`src/hw/tcp_engine_pkg.sv`:
```
package tcp_engine_pkg;

    localparam int ACK_KIND_W = 2;

    // kind of acknowledgement descriptor pushed into the send queue.
    typedef enum logic [ACK_KIND_W-1:0] {
         ACK_SYN  = 2'd0
        ,ACK_DATA = 2'd1
        ,ACK_DUP  = 2'd2
        ,ACK_RST  = 2'd3
    } ack_kind_e;

    typedef enum logic [2:0] {
         HP_IDLE      = 3'd0
        ,HP_READ      = 3'd1
        ,HP_DECIDE    = 3'd2
        ,HP_ENQ       = 3'd3
        ,HP_WAIT_DROP = 3'd4
    } hdr_proc_state_e;

    typedef enum logic [1:0] {
         EM_IDLE      = 2'd0
        ,EM_REQ       = 2'd1
        ,EM_WAIT_DROP = 2'd2
    } emit_state_e;

endpackage

```
`src/hw/tcp_hdr_pkg.sv`:
```
package tcp_hdr_pkg;

    // sequence and acknowledgement numbers share one 32 bit type.
    typedef logic [31:0] seq_num_t;

    typedef logic [15:0] payload_len_t;     // payload length in bytes.

    // only SYN and FIN are carried on this path.
    typedef logic [1:0] tcp_flags_t;

    localparam int FLAG_SYN_BIT = 0;         // opens a flow.
    localparam int FLAG_FIN_BIT = 1;         // closes a flow after its data.

endpackage

```
`src/hw/ack_emitter.sv`:
```
`timescale 1ns/1ps

module ack_emitter #(
     parameter int FLOW_ID_W = 4
)(
     input  logic                       clk
    ,input  logic                       arst_n

    ,input  logic                       q_empty
    ,input  logic [FLOW_ID_W-1:0]       q_rd_flowid
    ,input  tcp_hdr_pkg::seq_num_t      q_rd_num
    ,input  tcp_engine_pkg::ack_kind_e  q_rd_kind
    ,output logic                       q_rd_en

    ,output logic                       ack_req
    ,output logic [FLOW_ID_W-1:0]       ack_flowid
    ,output tcp_hdr_pkg::seq_num_t      ack_num
    ,output tcp_engine_pkg::ack_kind_e  ack_kind
    ,input  logic                       ack_ack
);

    tcp_engine_pkg::emit_state_e    state_q;

    // pop in the same cycle the head entry is captured.
    assign q_rd_en = (state_q == tcp_engine_pkg::EM_IDLE) && !q_empty;

    always_ff @(posedge clk or negedge arst_n) begin
        if (!arst_n) begin
            state_q <= tcp_engine_pkg::EM_IDLE;
            ack_req <= 1'b0;
        end else begin
            unique case (state_q)
                tcp_engine_pkg::EM_IDLE: begin
                    if (!q_empty) begin
                        ack_req <= 1'b1;
                        state_q <= tcp_engine_pkg::EM_REQ;
                    end
                end
                tcp_engine_pkg::EM_REQ: begin
                    if (ack_ack) begin
                        ack_req <= 1'b0;
                        state_q <= tcp_engine_pkg::EM_WAIT_DROP;
                    end
                end
                tcp_engine_pkg::EM_WAIT_DROP: begin
                    if (!ack_ack) begin                     // sink has closed the handshake.
                        state_q <= tcp_engine_pkg::EM_IDLE;
                    end
                end
                default: begin
                    state_q <= tcp_engine_pkg::EM_IDLE;
                end
            endcase
        end
    end

    always_ff @(posedge clk) begin
        if (q_rd_en) begin
            ack_flowid <= q_rd_flowid;
            ack_num    <= q_rd_num;
            ack_kind   <= q_rd_kind;
        end
    end

endmodule

```
`src/hw/recv_state_store.sv`:
```
`timescale 1ns/1ps

module recv_state_store #(
     parameter int FLOW_ID_W = 4
)(
     input  logic                   clk
    ,input  logic                   arst_n

    ,input  logic                   st_rd_en
    ,input  logic [FLOW_ID_W-1:0]   st_rd_flowid
    ,output logic                   st_rd_open
    ,output tcp_hdr_pkg::seq_num_t  st_rd_expected

    ,input  logic                   st_wr_en
    ,input  logic [FLOW_ID_W-1:0]   st_wr_flowid
    ,input  logic                   st_wr_open
    ,input  tcp_hdr_pkg::seq_num_t  st_wr_expected
);

    localparam int NUM_FLOWS = 1 << FLOW_ID_W;

    logic   [NUM_FLOWS-1:0]     open_q;
    tcp_hdr_pkg::seq_num_t      expected_mem [NUM_FLOWS];

    always_ff @(posedge clk or negedge arst_n) begin
        if (!arst_n) begin
            open_q <= '0;                                   // every flow starts closed.
        end else if (st_wr_en) begin
            open_q[st_wr_flowid] <= st_wr_open;
        end
    end

    always_ff @(posedge clk) begin
        if (st_wr_en) begin
            expected_mem[st_wr_flowid] <= st_wr_expected;
        end
    end

    // the read port is registered, so data follows the request by one cycle.
    always_ff @(posedge clk or negedge arst_n) begin
        if (!arst_n) begin
            st_rd_open <= 1'b0;
        end else if (st_rd_en) begin
            st_rd_open <= open_q[st_rd_flowid];
        end
    end

    always_ff @(posedge clk) begin
        if (st_rd_en) begin
            st_rd_expected <= expected_mem[st_rd_flowid];
        end
    end

endmodule

```
`src/hw/rx_hdr_proc.sv`:
```
`timescale 1ns/1ps

module rx_hdr_proc #(
     parameter int FLOW_ID_W = 4
)(
     input  logic                       clk
    ,input  logic                       arst_n

    ,input  logic                       hdr_req
    ,input  logic [FLOW_ID_W-1:0]       hdr_flowid
    ,input  tcp_hdr_pkg::seq_num_t      hdr_seq
    ,input  tcp_hdr_pkg::payload_len_t  hdr_len
    ,input  tcp_hdr_pkg::tcp_flags_t    hdr_flags
    ,output logic                       hdr_ack

    ,output logic                       st_rd_en
    ,output logic [FLOW_ID_W-1:0]       st_rd_flowid
    ,input  logic                       st_rd_open
    ,input  tcp_hdr_pkg::seq_num_t      st_rd_expected

    ,output logic                       st_wr_en
    ,output logic [FLOW_ID_W-1:0]       st_wr_flowid
    ,output logic                       st_wr_open
    ,output tcp_hdr_pkg::seq_num_t      st_wr_expected

    ,input  logic                       q_full
    ,output logic                       q_wr_en
    ,output logic [FLOW_ID_W-1:0]       q_wr_flowid
    ,output tcp_hdr_pkg::seq_num_t      q_wr_num
    ,output tcp_engine_pkg::ack_kind_e  q_wr_kind
);

    tcp_engine_pkg::hdr_proc_state_e    state_q;

    logic   [FLOW_ID_W-1:0]             flowid_q;
    tcp_hdr_pkg::seq_num_t              seq_q;
    tcp_hdr_pkg::payload_len_t          len_q;
    tcp_hdr_pkg::tcp_flags_t            flags_q;

    logic                               syn;
    logic                               fin;
    logic                               upd;
    logic                               next_open;
    tcp_hdr_pkg::seq_num_t              next_expected;
    tcp_hdr_pkg::seq_num_t              num_d;
    tcp_engine_pkg::ack_kind_e          kind_d;

    assign syn = flags_q[tcp_hdr_pkg::FLAG_SYN_BIT];
    assign fin = flags_q[tcp_hdr_pkg::FLAG_FIN_BIT];

    // the reply and the new flow state are valid in HP_DECIDE once the store data has arrived.
    always_comb begin
        upd           = 1'b0;
        next_open     = st_rd_open;
        next_expected = st_rd_expected;
        kind_d        = tcp_engine_pkg::ACK_RST;
        num_d         = '0;
        if (syn) begin
            upd           = 1'b1;
            next_open     = 1'b1;
            next_expected = seq_q + 32'd1;
            kind_d        = tcp_engine_pkg::ACK_SYN;
            num_d         = seq_q + 32'd1;
        end else if (!st_rd_open) begin
            kind_d = tcp_engine_pkg::ACK_RST;               // data on a closed flow is refused.
        end else if (seq_q != st_rd_expected) begin
            kind_d = tcp_engine_pkg::ACK_DUP;
            num_d  = st_rd_expected;
        end else begin
            upd           = 1'b1;
            next_open     = !fin;
            next_expected = st_rd_expected + tcp_hdr_pkg::seq_num_t'(len_q)
                          + (fin ? 32'd1 : 32'd0);          // FIN takes one sequence number.
            kind_d        = tcp_engine_pkg::ACK_DATA;
            num_d         = next_expected;
        end
    end

    assign st_rd_en       = (state_q == tcp_engine_pkg::HP_READ);
    assign st_rd_flowid   = flowid_q;
    assign st_wr_en       = (state_q == tcp_engine_pkg::HP_DECIDE) && upd;
    assign st_wr_flowid   = flowid_q;
    assign st_wr_open     = next_open;
    assign st_wr_expected = next_expected;

    assign q_wr_en     = (state_q == tcp_engine_pkg::HP_ENQ) && !q_full;
    assign q_wr_flowid = flowid_q;

    always_ff @(posedge clk or negedge arst_n) begin
        if (!arst_n) begin
            state_q <= tcp_engine_pkg::HP_IDLE;
            hdr_ack <= 1'b0;
        end else begin
            unique case (state_q)
                tcp_engine_pkg::HP_IDLE: begin
                    if (hdr_req) begin
                        state_q <= tcp_engine_pkg::HP_READ;
                    end
                end
                tcp_engine_pkg::HP_READ: begin
                    state_q <= tcp_engine_pkg::HP_DECIDE;
                end
                tcp_engine_pkg::HP_DECIDE: begin
                    state_q <= tcp_engine_pkg::HP_ENQ;
                end
                tcp_engine_pkg::HP_ENQ: begin
                    if (!q_full) begin                      // stall here while the queue is full.
                        hdr_ack <= 1'b1;
                        state_q <= tcp_engine_pkg::HP_WAIT_DROP;
                    end
                end
                tcp_engine_pkg::HP_WAIT_DROP: begin
                    if (!hdr_req) begin
                        hdr_ack <= 1'b0;
                        state_q <= tcp_engine_pkg::HP_IDLE;
                    end
                end
                default: begin
                    state_q <= tcp_engine_pkg::HP_IDLE;
                end
            endcase
        end
    end

    always_ff @(posedge clk) begin
        if (state_q == tcp_engine_pkg::HP_IDLE && hdr_req) begin
            flowid_q <= hdr_flowid;
            seq_q    <= hdr_seq;
            len_q    <= hdr_len;
            flags_q  <= hdr_flags;
        end
        if (state_q == tcp_engine_pkg::HP_DECIDE) begin
            q_wr_num  <= num_d;
            q_wr_kind <= kind_d;
        end
    end

endmodule

```
`src/hw/rx_send_queue.sv`:
```
`timescale 1ns/1ps

module rx_send_queue #(
     parameter int FLOW_ID_W        = 4
    ,parameter int QUEUE_DEPTH_LOG2 = 2
)(
     input  logic                       clk
    ,input  logic                       arst_n

    ,input  logic                       q_wr_en
    ,input  logic [FLOW_ID_W-1:0]       q_wr_flowid
    ,input  tcp_hdr_pkg::seq_num_t      q_wr_num
    ,input  tcp_engine_pkg::ack_kind_e  q_wr_kind
    ,output logic                       q_full

    ,input  logic                       q_rd_en
    ,output logic                       q_empty
    ,output logic [FLOW_ID_W-1:0]       q_rd_flowid
    ,output tcp_hdr_pkg::seq_num_t      q_rd_num
    ,output tcp_engine_pkg::ack_kind_e  q_rd_kind
);

    localparam int DEPTH  = 1 << QUEUE_DEPTH_LOG2;
    localparam int NUM_W  = $bits(tcp_hdr_pkg::seq_num_t);
    localparam int WORD_W = FLOW_ID_W + NUM_W + tcp_engine_pkg::ACK_KIND_W;

    logic   [WORD_W-1:0]            mem [DEPTH];
    logic   [QUEUE_DEPTH_LOG2:0]    wr_ptr_q;                // top bit is the wrap bit.
    logic   [QUEUE_DEPTH_LOG2:0]    rd_ptr_q;
    logic   [WORD_W-1:0]            rd_word;

    assign q_empty = (wr_ptr_q == rd_ptr_q);
    assign q_full  = ((wr_ptr_q ^ rd_ptr_q) == (QUEUE_DEPTH_LOG2 + 1)'(DEPTH));

    always_ff @(posedge clk or negedge arst_n) begin
        if (!arst_n) begin
            wr_ptr_q <= '0;
            rd_ptr_q <= '0;
        end else begin
            if (q_wr_en && !q_full) begin
                wr_ptr_q <= wr_ptr_q + 1'b1;
            end
            if (q_rd_en && !q_empty) begin
                rd_ptr_q <= rd_ptr_q + 1'b1;
            end
        end
    end

    always_ff @(posedge clk) begin
        if (q_wr_en && !q_full) begin
            mem[wr_ptr_q[QUEUE_DEPTH_LOG2-1:0]] <= {q_wr_flowid, q_wr_num, q_wr_kind};
        end
    end

    // the head entry is visible without a read request.
    assign rd_word     = mem[rd_ptr_q[QUEUE_DEPTH_LOG2-1:0]];
    assign q_rd_flowid = rd_word[WORD_W-1 -: FLOW_ID_W];
    assign q_rd_num    = rd_word[tcp_engine_pkg::ACK_KIND_W +: NUM_W];
    assign q_rd_kind   = tcp_engine_pkg::ack_kind_e'(rd_word[tcp_engine_pkg::ACK_KIND_W-1:0]);

endmodule

```
`src/hw/tcp_rx_engine.sv`:
```
`timescale 1ns/1ps

module tcp_rx_engine #(
     parameter int FLOW_ID_W        = 4
    ,parameter int QUEUE_DEPTH_LOG2 = 2
)(
     input  logic                       clk
    ,input  logic                       arst_n

    ,input  logic                       hdr_req
    ,input  logic [FLOW_ID_W-1:0]       hdr_flowid
    ,input  tcp_hdr_pkg::seq_num_t      hdr_seq
    ,input  tcp_hdr_pkg::payload_len_t  hdr_len
    ,input  tcp_hdr_pkg::tcp_flags_t    hdr_flags
    ,output logic                       hdr_ack

    ,output logic                       ack_req
    ,output logic [FLOW_ID_W-1:0]       ack_flowid
    ,output tcp_hdr_pkg::seq_num_t      ack_num
    ,output tcp_engine_pkg::ack_kind_e  ack_kind
    ,input  logic                       ack_ack
);

    logic                           st_rd_en;
    logic   [FLOW_ID_W-1:0]         st_rd_flowid;
    logic                           st_rd_open;
    tcp_hdr_pkg::seq_num_t          st_rd_expected;

    logic                           st_wr_en;
    logic   [FLOW_ID_W-1:0]         st_wr_flowid;
    logic                           st_wr_open;
    tcp_hdr_pkg::seq_num_t          st_wr_expected;

    logic                           q_wr_en;
    logic   [FLOW_ID_W-1:0]         q_wr_flowid;
    tcp_hdr_pkg::seq_num_t          q_wr_num;
    tcp_engine_pkg::ack_kind_e      q_wr_kind;
    logic                           q_full;

    logic                           q_rd_en;
    logic                           q_empty;
    logic   [FLOW_ID_W-1:0]         q_rd_flowid;
    tcp_hdr_pkg::seq_num_t          q_rd_num;
    tcp_engine_pkg::ack_kind_e      q_rd_kind;

    recv_state_store #(
         .FLOW_ID_W         (FLOW_ID_W)
    ) recv_state_store (
         .clk               (clk            )
        ,.arst_n            (arst_n         )
        ,.st_rd_en          (st_rd_en       )
        ,.st_rd_flowid      (st_rd_flowid   )
        ,.st_wr_en          (st_wr_en       )
        ,.st_wr_flowid      (st_wr_flowid   )
        ,.st_wr_open        (st_wr_open     )
        ,.st_wr_expected    (st_wr_expected )
        ,.st_rd_open        (st_rd_open     )
        ,.st_rd_expected    (st_rd_expected )
    );

    rx_hdr_proc #(
         .FLOW_ID_W         (FLOW_ID_W)
    ) rx_hdr_proc (
         .clk               (clk            )
        ,.arst_n            (arst_n         )
        ,.hdr_req           (hdr_req        )
        ,.hdr_flowid        (hdr_flowid     )
        ,.hdr_seq           (hdr_seq        )
        ,.hdr_len           (hdr_len        )
        ,.hdr_flags         (hdr_flags      )
        ,.hdr_ack           (hdr_ack        )
        ,.st_rd_en          (st_rd_en       )
        ,.st_rd_flowid      (st_rd_flowid   )
        ,.st_rd_open        (st_rd_open     )
        ,.st_rd_expected    (st_rd_expected )
        ,.st_wr_en          (st_wr_en       )
        ,.st_wr_flowid      (st_wr_flowid   )
        ,.st_wr_open        (st_wr_open     )
        ,.st_wr_expected    (st_wr_expected )
        ,.q_full            (q_full         )
        ,.q_wr_en           (q_wr_en        )
        ,.q_wr_flowid       (q_wr_flowid    )
        ,.q_wr_num          (q_wr_num       )
        ,.q_wr_kind         (q_wr_kind      )
    );

    rx_send_queue #(
         .FLOW_ID_W         (FLOW_ID_W       )
        ,.QUEUE_DEPTH_LOG2  (QUEUE_DEPTH_LOG2)
    ) rx_send_queue (
         .clk               (clk            )
        ,.arst_n            (arst_n         )
        ,.q_wr_en           (q_wr_en        )
        ,.q_wr_flowid       (q_wr_flowid    )
        ,.q_wr_num          (q_wr_num       )
        ,.q_wr_kind         (q_wr_kind      )
        ,.q_full            (q_full         )
        ,.q_rd_en           (q_rd_en        )
        ,.q_empty           (q_empty        )
        ,.q_rd_flowid       (q_rd_flowid    )
        ,.q_rd_num          (q_rd_num       )
        ,.q_rd_kind         (q_rd_kind      )
    );

    ack_emitter #(
         .FLOW_ID_W         (FLOW_ID_W)
    ) ack_emitter (
         .clk               (clk            )
        ,.arst_n            (arst_n         )
        ,.q_empty           (q_empty        )
        ,.q_rd_flowid       (q_rd_flowid    )
        ,.q_rd_num          (q_rd_num       )
        ,.q_rd_kind         (q_rd_kind      )
        ,.q_rd_en           (q_rd_en        )
        ,.ack_req           (ack_req        )
        ,.ack_flowid        (ack_flowid     )
        ,.ack_num           (ack_num        )
        ,.ack_kind          (ack_kind       )
        ,.ack_ack           (ack_ack        )
    );

endmodule

```
`config.mk`:
```
export PLATFORM = sky130hd
export DESIGN_NAME = tcp_rx_engine
export DESIGN_NICKNAME = d
export VERILOG_FILES = /design/src/hw/tcp_engine_pkg.sv /design/src/hw/tcp_hdr_pkg.sv /design/src/hw/ack_emitter.sv /design/src/hw/recv_state_store.sv /design/src/hw/rx_hdr_proc.sv /design/src/hw/rx_send_queue.sv /design/src/hw/tcp_rx_engine.sv
export SDC_FILE = /design/constraint.sdc
export NUM_CORES = 1
export LEC_CHECK = 0
export BUFFER_PORTS_ARGS = -buffer_cell sky130_fd_sc_hd__buf_2
export CAP_MARGIN = 20
export CORE_MARGIN = 3
export CORE_UTILIZATION = 40
export DETAILED_ROUTE_END_ITERATION = 16
export GPL_ROUTABILITY_DRIVEN = 0
export HOLD_SLACK_MARGIN = 0.05
export PLACE_DENSITY_LB_ADDON = 0.08
export REMOVE_ABC_BUFFERS = 1
export SYNTH_ARGS = -nofsm -noshare
export SYNTH_HDL_FRONTEND = slang
export SYNTH_HIERARCHICAL = 1
export SYNTH_SLANG_ARGS = --single-unit
export TNS_END_PERCENT = 20
```
`constraint.sdc`:
```
create_clock -name clk -period 6.8 [get_ports clk]
set_input_delay 0.68 -clock clk [delete_from_list [all_inputs] [get_ports clk]]
set_output_delay 0.68 -clock clk [all_outputs]
set_load 0.01 [all_outputs]
```
---- Yosys cells after proc, flatten, opt, wreduce, memory -nomap -nowiden ----
Memories as Yosys holds them, arrays and structs flattened. A register that Yosys moved wholly into a read port is not among the register bits.
Index checks and enable logic that the tools add are counted.
storage, ports and cells
  RAM bits ................................ 664
  bits of input ports ..................... 58
  output and inout bits ................... 40
  bits in registers ....................... 118
  word-level logic and storage cells ...... 94
  memories kept ........................... 2
operators by class
  mux-type cells .......................... 37
  order comparisons ....................... 2
  equality and inequality tests ........... 15
  reductions and logical operators ........ 18
  bitwise logic cells ..................... 1
  $add $sub $neg .......................... 5
memories
  memory                         words  bits a word  rd ports  clocked after Yosys merged registers in  write ports  RTL line                RTL
  recv_state_store.expected_mem  16     32           1         1                                        1            recv_state_store.sv:23  tcp_hdr_pkg::seq_num_t expected_mem [NUM_FLOWS];
  rx_send_queue.mem              4      38           1         1                                        1            rx_send_queue.sv:27     logic [WORD_W-1:0] mem [DEPTH];
operators with widths
  cell                     number
  $mux W32                 5
  $add A32 B1 Y32 const B  1
  $add A32 B16 Y32         1
  $add A32 B32 Y32         1
  $ne A32 B32 Y1           1
  $mux W1                  17
  $bwmux W16               1
  $pmux W3 S5              1
  $ne A2 B2 Y1 const B     6
  $reduce_and A3 Y1        4
  $mux W2                  5
  $mux W3                  3
  $logic_and A1 B1 Y1      7
  $add A3 B1 Y3 const B    2
  $eq A3 B2 Y1 const B     2
  $eq A3 B3 Y1 const B     2
  $pmux W2 S3              1
  $lt A4 B5 Y1 const B     1
  $bmux W1 S4              1
  $demux W1 S4             1
  $ge A4 B1 Y1 const B     1
  $pmux W1 S2              2
  $reduce_bool A2 Y1       2
  $eq A3 B1 Y1 const B     1
  7 further kinds          9

---- Depth between registers and ports, before layout ----
Gate-level depths: netlist of run 1.
  depth after elaboration ................. 7
  depth in mapped cells ................... 11
  depth with buffers taken out ............ 10

---- By module ----
Netlist of run 1, hierarchy kept.
modules (own cells, without submodules)
  module            cells each  instances  area an instance (µm²)  seq. area each (µm²)
  recv_state_store  807         1          21008.9                 16761.1
  rx_hdr_proc       609         1          6234.7                  2742.6
  rx_send_queue     248         1          5984.5                  4714.5
  ack_emitter       51          1          1268.7                  1216.2

---- Least setup slack after synthesis of run 1 ----
Ideal clock, no wire load.
  path type ............................... reg2reg
  start ................................... register recv_state_store.st_rd_expected[20], read port of recv_state_store.expected_mem
  end ..................................... register recv_state_store.open_q[0]
  period minus slack after synthesis ...... 5313 ps
  slack ................................... 1487 ps
  data required time ...................... 6675 ps
  setup time .............................. 125 ps
  arrival ................................. 5187 ps
  buffers on the path ..................... 1
  stages on the path, launching flop included .. 11
  path through ............................ edfxtp_1 -> buf_6 -> xor2_1 -> nor4_4 -> nand4_4 -> nor3_2 -> nor2_1 -> nor3_1 -> or3b_2 -> nor3_1 -> mux2_2
between the ends
  cells in the longest elaborated chain, start to end .. 5
  elaborated cells between the ends (all ways) .. 9
  classes of those cells .................. eq/ne (1); mux (7); reduce/logical (1)
RTL lines
  item                             RTL line                RTL
  from (decl)                      recv_state_store.sv:12  ,output tcp_hdr_pkg::seq_num_t st_rd_expected
  $ne A32 B32 Y1                   rx_hdr_proc.sv:66       end else if (seq_q != st_rd_expected) begin
  $mux W1                          rx_hdr_proc.sv:66
  $mux W1                          rx_hdr_proc.sv:64       end else if (!st_rd_open) begin
  $mux W1                          rx_hdr_proc.sv:58       if (syn) begin
  $logic_and A1 B1 Y1              rx_hdr_proc.sv:81       assign st_wr_en = (state_q == tcp_engine_pkg::HP_DECIDE) && upd;
  net st_wr_en                     tcp_rx_engine.sv:29     logic st_wr_en;
  to (signal, indexed assignment)  recv_state_store.sv:29  open_q[st_wr_flowid] <= st_wr_open;
  to (decl)                        recv_state_store.sv:22  logic [NUM_FLOWS-1:0] open_q;
The timed path passes the listed nets, and every way through them passes these cells.
A chain may end at the register's enable or synchronous reset.

---- Final worst setup path of run 1 ----
  start ................................... register rx_hdr_proc.seq_q[3]
  end ..................................... memory recv_state_store/expected_mem[1][25] in the netlist's numbering (enable)
between the ends
  cells in the longest elaborated chain, start to end .. 7
RTL lines
  item                           RTL line                RTL
  from (decl)                    rx_hdr_proc.sv:36       tcp_hdr_pkg::seq_num_t seq_q;
  from (signal assigned)         rx_hdr_proc.sv:128      seq_q <= hdr_seq;
  $ne A32 B32 Y1                 rx_hdr_proc.sv:66
  $mux W1                        rx_hdr_proc.sv:66
  $mux W1                        rx_hdr_proc.sv:64
  $mux W1                        rx_hdr_proc.sv:58
  $logic_and A1 B1 Y1            rx_hdr_proc.sv:81
  net st_wr_en                   tcp_rx_engine.sv:29
  $mux W1                        recv_state_store.sv:34  if (st_wr_en) begin
  $mux W1 (not written as such)  recv_state_store.sv:35  expected_mem[st_wr_flowid] <= st_wr_expected;
  to (decl)                      recv_state_store.sv:23
The timed path passes the listed nets, and every way through them passes these cells.

==> results of run 1 <==
## logic make-up (layout without fill, tap and decap cells)
kind of cell	Yosys count	in the layout	share of synthesized area (%)
AND/OR/NAND/NOR	272	272	4.31
other	0	9	0
AO/OA/AOI/OAI	138	138	2.76
XOR/XNOR	94	94	2.48
multiplexers	237	237	14.3
adder cells (fa/ha/maj)	23	23	0.878
flip-flops	852	852	73.7
buffers and inverters	99	342	1.57
## final cells by class
class | count | share of cell area [%]
sequential | 852 | 64.1
antenna | 9 | 0.0568
tap | 1144 | 3.61
timing repair buffer | 151 | 2.41
multi-input combinational | 764 | 21.9
inverter | 18 | 0.170
clock inverter | 54 | 1.44
clock buffer | 119 | 6.27
## cells in the final DEF (no fill, tap or decap), drive strengths merged, types with 16 or more instances in the layout
| cell type | count |
|---|---|
| edfxtp | 822 |
| mux4 | 202 |
| buf | 151 |
| clkbuf | 119 |
| nand2 | 66 |
| xor2 | 63 |
| nor2 | 46 |
| clkinv | 43 |
| nand3 | 39 |
| o21ai | 34 |
| xnor2 | 31 |
| dfrtp | 30 |
| a21oi | 24 |
| ha | 21 |
| mux2 | 18 |
| inv | 18 |
| and3 | 18 |
| nand4 | 18 |
| nor3 | 18 |
| mux2i | 17 |
| nor4 | 16 |
## registers in the layout, summed over array words and instances (netlist names)
signal,flops
ack_emitter/ack_req,1
recv_state_store/open_q,16
rx_hdr_proc/q_wr_kind,2
rx_hdr_proc/seq_q,32
rx_send_queue/rd_ptr_q,3
ack_emitter/ack_kind,2
rx_send_queue/wr_ptr_q,3
recv_state_store/expected_mem,512
recv_state_store/st_rd_open,1
rx_hdr_proc/hdr_ack,1
ack_emitter/ack_num,32
rx_hdr_proc/len_q,16
rx_hdr_proc/state_q,3
ack_emitter/state_q,2
rx_hdr_proc/q_wr_flowid,4
rx_hdr_proc/flags_q,2
rx_hdr_proc/q_wr_num,32
rx_send_queue/mem,152
ack_emitter/ack_flowid,4
recv_state_store/st_rd_expected,32
## critical path, stage by stage, from the launching register on
cell      delay (ns)
edfxtp_1        0.47
xor2_1          0.25
nor4_1          0.41
nand4_2         0.33
nor3_2          0.19
buf_4           0.28
nor2_1          0.24
nor3_1          0.88
or3b_2          0.63
nor2_4          0.66
buf_4           0.38
## per-stage QoR
step / setup TNS (ns) / power [mW]
final: 0 / 15.5
after global routing: 0 / 16.2
after CTS: 0 / 15.7
after global placement: 0 / 10.6
after detailed placement: 0 / 10.7
after floorplan: -554.84 / 9.35
## where the power goes
part           switching, mW  total (mW)  leakage [nW]  internal [mW]
Sequential             0.387        7.28          7.85           6.90
Clock                   2.03        5.00          1.49           2.97
Combinational           2.06        3.21          3.54           1.15
Total                   4.48        15.5          12.9           11.0
## layer usage
layer	share of wire (%)	wire, um
met4	2.6	2260
met3	7.8	6860
met1	45	40000
met2	44	39000
met5	0.050	44
## worst max-delay path by stage
stage                                                            to                                  from  slack, ns
global placement             recv_state_store/open_q[3]$_DFFE_PN0P_        rx_hdr_proc/seq_q[3]$_DFFE_PP_       1.66
floorplan                    recv_state_store/open_q[0]$_DFFE_PN0P_  rx_hdr_proc/q_wr_flowid[0]$_DFFE_PP_      -2.34
global route        recv_state_store/expected_mem[10][20]$_DFFE_PP_        rx_hdr_proc/seq_q[3]$_DFFE_PP_       1.55
detailed placement          recv_state_store/open_q[13]$_DFFE_PN0P_        rx_hdr_proc/seq_q[3]$_DFFE_PP_       1.79
CTS                  recv_state_store/expected_mem[1][25]$_DFFE_PP_        rx_hdr_proc/seq_q[3]$_DFFE_PP_       1.78
finish               recv_state_store/expected_mem[1][25]$_DFFE_PP_        rx_hdr_proc/seq_q[3]$_DFFE_PP_       1.73
==> results.toml, run 1 <==
[pwr]
powerDensity_nw_per_um2 = 391
p_leak_nw = 12.9
ir_drop_v = 0.000212

[critical_path]
critPathLaunchType = "register"
cp.required_ns = 7.11
crit_type = "reg2reg"
critPathArrivalTime_ns = 5.38
r2r-end = "recv_state_store/expected_mem[1][25]$_DFFE_PP_"
rr_worst_depth = 10
path_max_fanout = 21
crit_path_end_kind = "register"
regToRegStartpoint = "rx_hdr_proc/seq_q[3]$_DFFE_PP_"
r2r_slack_ns = 1.73

[finish]
area_growth_pct = 15.0
nNetsFinal = 1961
n_fill_cell = 7146
final_area_um2 = 39700
post-route-util_pct = 46.5
final_cell_count_no_fill = 3111
drive_gt1_share_pct = 28.3
regArea_um2 = 25400
multiInputGateArea_um2 = 8680

[routing]
avgRoutedWirePerCell_um = 28.3
drt-vias-per-instance = 5.57
firstDrtPassIters = 5
antenna_left = 0
drt_iter0_markers = 1604
routed_wl_mm = 88.2
vias = 17300
drc = 0

[global_routing]
grt_max_degree = 76
antenna_found_initial = 13
grt_pass1_vias = 17600
grt.met3_usage_pct = 4.94
met1_usage_pct = 29.4
grt_busiest_layer = "met1"
grt.met2_usage_pct = 29.2
grtUsageTotal_pct = 19.8
grt_pass1_wl_mm = 127
overflow = 0

[synth]
synth_area_leaders = "edfxtp_1 (72%), mux4_2 (13%), dfrtp_1 (2.2%)"
synth_common_cells = "edfxtp_1 (822), mux4_2 (202), nand2_1 (66)"
synth.distinct_cells = 69
synth_edf_count = 822
synth_top_area_share_pct = 71.6
yosysMostFrequentCell = "edfxtp_1"
async_flop_share_pct = 3.52
syn_area_um2 = 34500
synth_ff_type = "edfxtp_1"
synth.largest_area_cell = "edfxtp_1"
synthCells = 1715
yosysSeqAreaShare_pct = 73.7
synth-seq-cells = 852
yosysWarnings = 6
avgSynthCellArea_um2 = 20.1

[worst_hold_path]
hp-class = "in2async"

[placed_design]
portBuffers = 97
hpwl_mm = 58.1
place_area_um2 = 36600
dpl.cell_count = 2928
post-place-ws_ns = 1.79

[clocking]
clockBufferDepth = 3
hold_buffers = 0
post-cts-setup-buffers = 0
cts.sinks = 852
insertion_delay_ns = 0.66
numCtsBuffers = 93
clk_pin_slew_ns = 0.06
cts_tree = "yes"
cts-root-buf = "clkbuf_16"
htree_num_levels = 3
ctsResizeCount = 0

[floorplanning]
start_util_pct = 40.5
die_h_um = 300
die_w_um = 300
rows = 107
fp.coreArea_um2 = 85300
ioPinCount = 98
dieArea_um2 = 89800

[sta]
whs_ns = 0.191
post-route-period-util_pct = 74.6
rsz0062_at_grt = "no"
setup_ws_ns = 1.73
worst_slew_pin_slew_ns = 1.06
min_period_ns = 5.07
drv_slew = 0
fmax_mhz = 197
slew_headroom_pct = 29.2
setup_viol = 0
fin_skew_ns = 0.0357
hold_viol_final = 0

[flow_run]
max_cap_viol_count = 0

[run_status]
status = "complete, no violations"
Power figures use the tool's default switching activity.
==> run 2: changes to the inputs <==
Clock period 6.8 ns to 4.6 ns, I/O delays scaled along.
==> results.toml, run 2 (synthesis results as in run 1) <==
[routing]
avgRoutedWirePerCell_um = 28.4
drt_iter0_markers = 1610
drc = 0
antenna_left = 0
drt-vias-per-instance = 5.57
routed_wl_mm = 89.7
vias = 17600
firstDrtPassIters = 7

[sta]
drv_slew = 0
hold_viol_final = 0
rsz0062_at_grt = "no"
min_period_ns = 4.14
fin_skew_ns = 0.0348
fin_tns_setup_ns = 0
setup_ws_ns = 0.461
post-route-period-util_pct = 90.0
setup_viol = 0
fmax_mhz = 242
worst_slew_pin_slew_ns = 1.03
slew_headroom_pct = 31.5

[critical_path]
worstPathBufferInverterCount = 1
cp.required_ns = 4.93
crit_path_end_kind = "register"
critPathSlowestCell = "or3b_2"
critPathArrivalTime_ns = 4.47
rr_worst_depth = 9
path_cells = "xor2_1, nor4_1, nand4_2, nor3_2, nor2_1, nor3_1, or3b_2, nor2_4, buf_12"
crit_type = "reg2reg"
r2r_slack_ns = 0.46
regToRegStartpoint = "recv_state_store/st_rd_expected[17]$_DFFE_PP_"
critPathLaunchType = "register"
max_stage_delay_ns = 0.63
r2r-end = "recv_state_store/expected_mem[3][17]$_DFFE_PP_"
critical-path-top-delay-family = "simple AND/OR/NAND/NOR gates"
path_max_fanout = 20

[floorplanning]
dieArea_um2 = 89800
die_w_um = 300
start_util_pct = 40.5
rows = 107
ioPinCount = 98
die_h_um = 300
fp.coreArea_um2 = 85300

[global_routing]
antenna_found_initial = 5
grt_max_degree = 61
grt_pass1_vias = 18000
grt_busiest_layer = "met2"
met1_usage_pct = 30.3
grt_pass1_wl_mm = 131
grt.met2_usage_pct = 31.5
grtUsageTotal_pct = 20.2
grt.met3_usage_pct = 2.86
overflow = 0

[finish]
final_cell_count_no_fill = 3163
largest-register = "recv_state_store/expected_mem"
final_cell_mix = "edfxtp_1 (822), mux4_2 (202), buf_2 (97)"
post-route-util_pct = 47.2
n_fill_cell = 7134
largest_reg_flops = 512
final_common_cell = "edfxtp_1"
drive_gt1_share_pct = 28.8
area_growth_pct = 16.8
final_area_um2 = 40300
nNetsFinal = 2025

[run_status]
status = "complete, no violations"

[clocking]
post-cts-setup-buffers = 0
htree_num_levels = 3
cts.sinks = 852
insertion_delay_ns = 0.64
ctsResizeCount = 0
cts_tree = "yes"
numCtsBuffers = 92
clockBufferDepth = 3
hold_buffers = 41
clk_pin_slew_ns = 0.07
cts-root-buf = "clkbuf_16"

[pwr]
p_leak_nw = 13.2
powerDensity_nw_per_um2 = 570
ir_drop_v = 0.000370

[placed_design]
hpwl_mm = 57.7
portBuffers = 97
dpl.cell_count = 2951
post-place-ws_ns = 0.570
place_area_um2 = 36800

[worst_hold_path]
hp-class = "in2reg"
hold_path_end = "rx_hdr_proc/seq_q[12]$_DFFE_PP_"
hp-start = "hdr_seq[12]"
min_path_cells = 1

[flow_run]
max_cap_viol_count = 0
## run 2: cell count changes in the layout (fill, tap and decap cells not counted), sizes merged
cell,before,now
clkinv,43,36
buf,151,175
dlygate4sd3,0,41
clkbuf,119,108
diode,9,1
bufinv,10,12
clkinvlp,1,9
inv,18,21
## run 2: how the worst max path moves through the flow
stage	startpoint	end	slack, ns	cells past startpoint
floorplan	rx_hdr_proc/q_wr_flowid[0]$_DFFE_PP_	recv_state_store/open_q[0]$_DFFE_PN0P_	-4.54	2
global placement	recv_state_store/st_rd_expected[0]$_DFFE_PP_	recv_state_store/expected_mem[14][20]$_DFFE_PP_	0.69	12
detailed placement	rx_hdr_proc/seq_q[3]$_DFFE_PP_	recv_state_store/expected_mem[3][30]$_DFFE_PP_	0.57	9
CTS	rx_hdr_proc/seq_q[3]$_DFFE_PP_	recv_state_store/expected_mem[3][17]$_DFFE_PP_	0.54	9
global route	recv_state_store/st_rd_expected[0]$_DFFE_PP_	recv_state_store/expected_mem[13][19]$_DFFE_PP_	0.32	8
finish	recv_state_store/st_rd_expected[17]$_DFFE_PP_	recv_state_store/expected_mem[3][17]$_DFFE_PP_	0.46	9
## run 2: metrics by stage
stage          power [mW]  hold slack, ns
2_1_floorplan        13.8           0.164
3_3_place_gp         15.6           0.473
3_5_place_dp         15.7           0.491
4_1_cts              23.2          0.0507
5_1_grt              24.0          0.0693
6_report             22.9          0.0849
## run 2: layout make-up
class                           count  area [um2]  area share [%]
Sequential cell                   852       25400            63.2
Multi-Input combinational cell    764        8660            21.5
Clock buffer                      108        2400            5.97
Timing Repair Buffer              216        1630            4.05
Tap cell                         1144        1430            3.55
Clock inverter                     60         644            1.60
Inverter                           18        67.6           0.168
Antenna cell                        1        2.50         0.00621
## run 2: worst reg2reg max path, stage by stage, from the launching register on
cell and delay (ns):
edfxtp_1 0.54, xor2_1 0.21, nor4_1 0.41, nand4_2 0.32, nor3_2 0.23, nor2_1 0.09, nor3_1 0.62, or3b_2 0.63
nor2_4 0.49, buf_12 0.27
## run 2: power by group
group | switching (mW) | internal [mW] | leakage, nW
clock network | 3.01 | 4.42 | 1.47
logic | 3.00 | 1.76 | 3.85
registers | 0.575 | 10.2 | 7.85
## run 2: layer usage
metal,part of all wire [%],vias to the layer above,wire (um)
li1,-,7544,-
met1,46,9408,41500
met2,46,552,41700
met3,5.5,103,4950
met4,1.8,0,1600
met5,0,-,0
==> run 3: changes to the inputs <==
Settings changed: CORE_ASPECT_RATIO set to 0.8.
==> results.toml, run 3 (synthesis results as in run 1) <==
[run_status]
status = "complete, no violations"

[critical_path]
critPathArrivalTime_ns = 4.14
crit_type = "reg2reg"
critPathSlowestCell = "nand4_1"
critical-path-top-delay-family = "simple AND/OR/NAND/NOR gates"
cp.required_ns = 4.65
max_stage_delay_ns = 0.76
worstPathBufferInverterCount = 1
rr_worst_depth = 9
cp-startpoint = "recv_state_store/st_rd_expected[0]$_DFFE_PP_"
path_max_fanout = 16
critPathLaunchType = "register"
regToRegStartpoint = "recv_state_store/st_rd_expected[0]$_DFFE_PP_"
r2r-end = "recv_state_store/expected_mem[4][19]$_DFFE_PP_"
endpoint = "recv_state_store/expected_mem[4][19]$_DFFE_PP_"
path_cells = "fa_1, a21o_1, and4_1, o21ai_0, nand3_1, a221oi_2, buf_4, or4_1, nand4_1"
crit_path_end_kind = "register"
cp_num_cells = 9
r2r_slack_ns = 0.51

[floorplanning]
dieArea_um2 = 89800
ioPinCount = 98
die_w_um = 334
start_util_pct = 40.7
die_h_um = 269
rows = 95
fp.coreArea_um2 = 84800

[finish]
nNetsFinal = 2033
final_area_um2 = 40100
post-route-util_pct = 47.3
area_growth_pct = 16.2
multiInputGateArea_um2 = 8660
largest-register = "recv_state_store/expected_mem"
regArea_um2 = 25400
final_cell_mix = "edfxtp_1 (822), mux4_2 (202), buf_2 (97)"
drive_gt1_share_pct = 28.1
largest_reg_flops = 512
final_cell_count_no_fill = 3136
antenna_cells = 0
final_common_cell = "edfxtp_1"
n_fill_cell = 7081

[clocking]
insertion_delay_ns = 0.65
clockBufferDepth = 3
cts_tree = "yes"
ctsResizeCount = 0
htree_num_levels = 3
cts.sinks = 852
cts-root-buf = "clkbuf_16"
clk_pin_slew_ns = 0.06
numCtsBuffers = 87

[routing]
firstDrtPassIters = 6
drc = 0
antenna_left = 0
routed_wl_mm = 91.1
avgRoutedWirePerCell_um = 29.0
drt-vias-per-instance = 5.63
vias = 17700
drt_iter0_markers = 1742

[flow_run]
max_cap_viol_count = 0

[global_routing]
antenna_found_initial = 1
grt_max_degree = 67
grtUsageTotal_pct = 20.5
grt_pass1_vias = 17900
grt_pass1_wl_mm = 132
overflow = 0

[placed_design]
dpl.cell_count = 2930
place_area_um2 = 36900
hpwl_mm = 58.9
portBuffers = 97

[sta]
fmax_mhz = 245
post-route-period-util_pct = 88.9
setup_viol = 0
min_period_ns = 4.09
drv_slew = 0
slew_headroom_pct = 31.7
whs_ns = 0.116
hold_viol_final = 0
rsz0062_at_grt = "no"
fin_skew_ns = 0.0347
worst_slew_pin_slew_ns = 1.02

[pwr]
power_mw = 22.3
p_leak_nw = 13.1
ir_drop_v = 0.000279
powerDensity_nw_per_um2 = 557

[worst_hold_path]
min_path_cells = 1
hp-class = "in2reg"
[run 3: cell count changes in the layout (fill, tap and decap cells not counted), moves of 3 or more]
cell           previous run  this run
clkinv_2                 17        12
clkinv_1                 17        24
bufinv_16                12         4
clkinvlp_4                9         5
buf_12                   12        17
dlygate4sd3_1            41        47
clkbuf_1                 14        18
clkbuf_16                94        91
[run 3: per-layer routing]
layer / GRT usage, % / share of wire [%] / vias up
met5: 0 / 0 / -
met4: 4.83 / 1.9 / 0
met3: 3.36 / 5.5 / 102
met2: 32.2 / 47 / 537
met1: 30.5 / 46 / 9473
li1: - / - / 7552
[run 3: timing repair]
action | CTS | global route
hold buffers | 47 | 0
endpoints found under the hold margin | 77 | 0
buffers inserted | 0 | 0
[run 3: area by class of cell]
| type | instances | area share, % |
|---|---|---|
| Timing Repair Buffer | 229 | 4.51 |
| Multi-Input combinational cell | 764 | 21.6 |
| Clock buffer | 109 | 5.85 |
| Tap cell | 1115 | 3.48 |
| Clock inverter | 49 | 0.905 |
| Inverter | 18 | 0.169 |
| Sequential cell | 852 | 63.5 |
[run 3: per-stage QoR]
stage           TNS, ns  worst slack, ns
2_1_floorplan  -1784.49            -4.54
3_3_place_gp          0            0.593
4_1_cts               0            0.594
3_5_place_dp          0            0.597
6_report              0            0.512
5_1_grt               0            0.316
[run 3: where the power goes]
| part | switching (mW) | internal [mW] |
|---|---|---|
| Combinational | 3.02 | 1.77 |
| Clock | 2.91 | 3.84 |
| Sequential | 0.604 | 10.2 |
| Total | 6.54 | 15.8 |
[run 3: worst min-delay path by stage]
stage	start	to	slack, ns
final	hdr_seq[28]	rx_hdr_proc/seq_q[28]$_DFFE_PP_	0.12
after global routing	hdr_seq[28]	rx_hdr_proc/seq_q[28]$_DFFE_PP_	0.08
after CTS	hdr_seq[28]	rx_hdr_proc/seq_q[28]$_DFFE_PP_	0.07
after detailed placement	rx_hdr_proc/q_wr_kind[0]$_SDFFCE_PP0P_	rx_send_queue/mem[0][0]$_DFFE_PP_	0.48
after global placement	rx_hdr_proc/q_wr_num[9]$_DFFE_PP_	rx_send_queue/mem[2][11]$_DFFE_PP_	0.47
after floorplan	arst_n	ack_emitter/ack_req$_DFFE_PN0P_	0.16
[run 3: worst reg2reg max path, stage by stage (launching register included)]
cell,delay [ns]
edfxtp_1,0.46
fa_1,0.49
a21o_1,0.21
and4_1,0.26
o21ai_0,0.31
nand3_1,0.26
a221oi_2,0.33
buf_4,0.24
or4_1,0.16
nand4_1,0.76
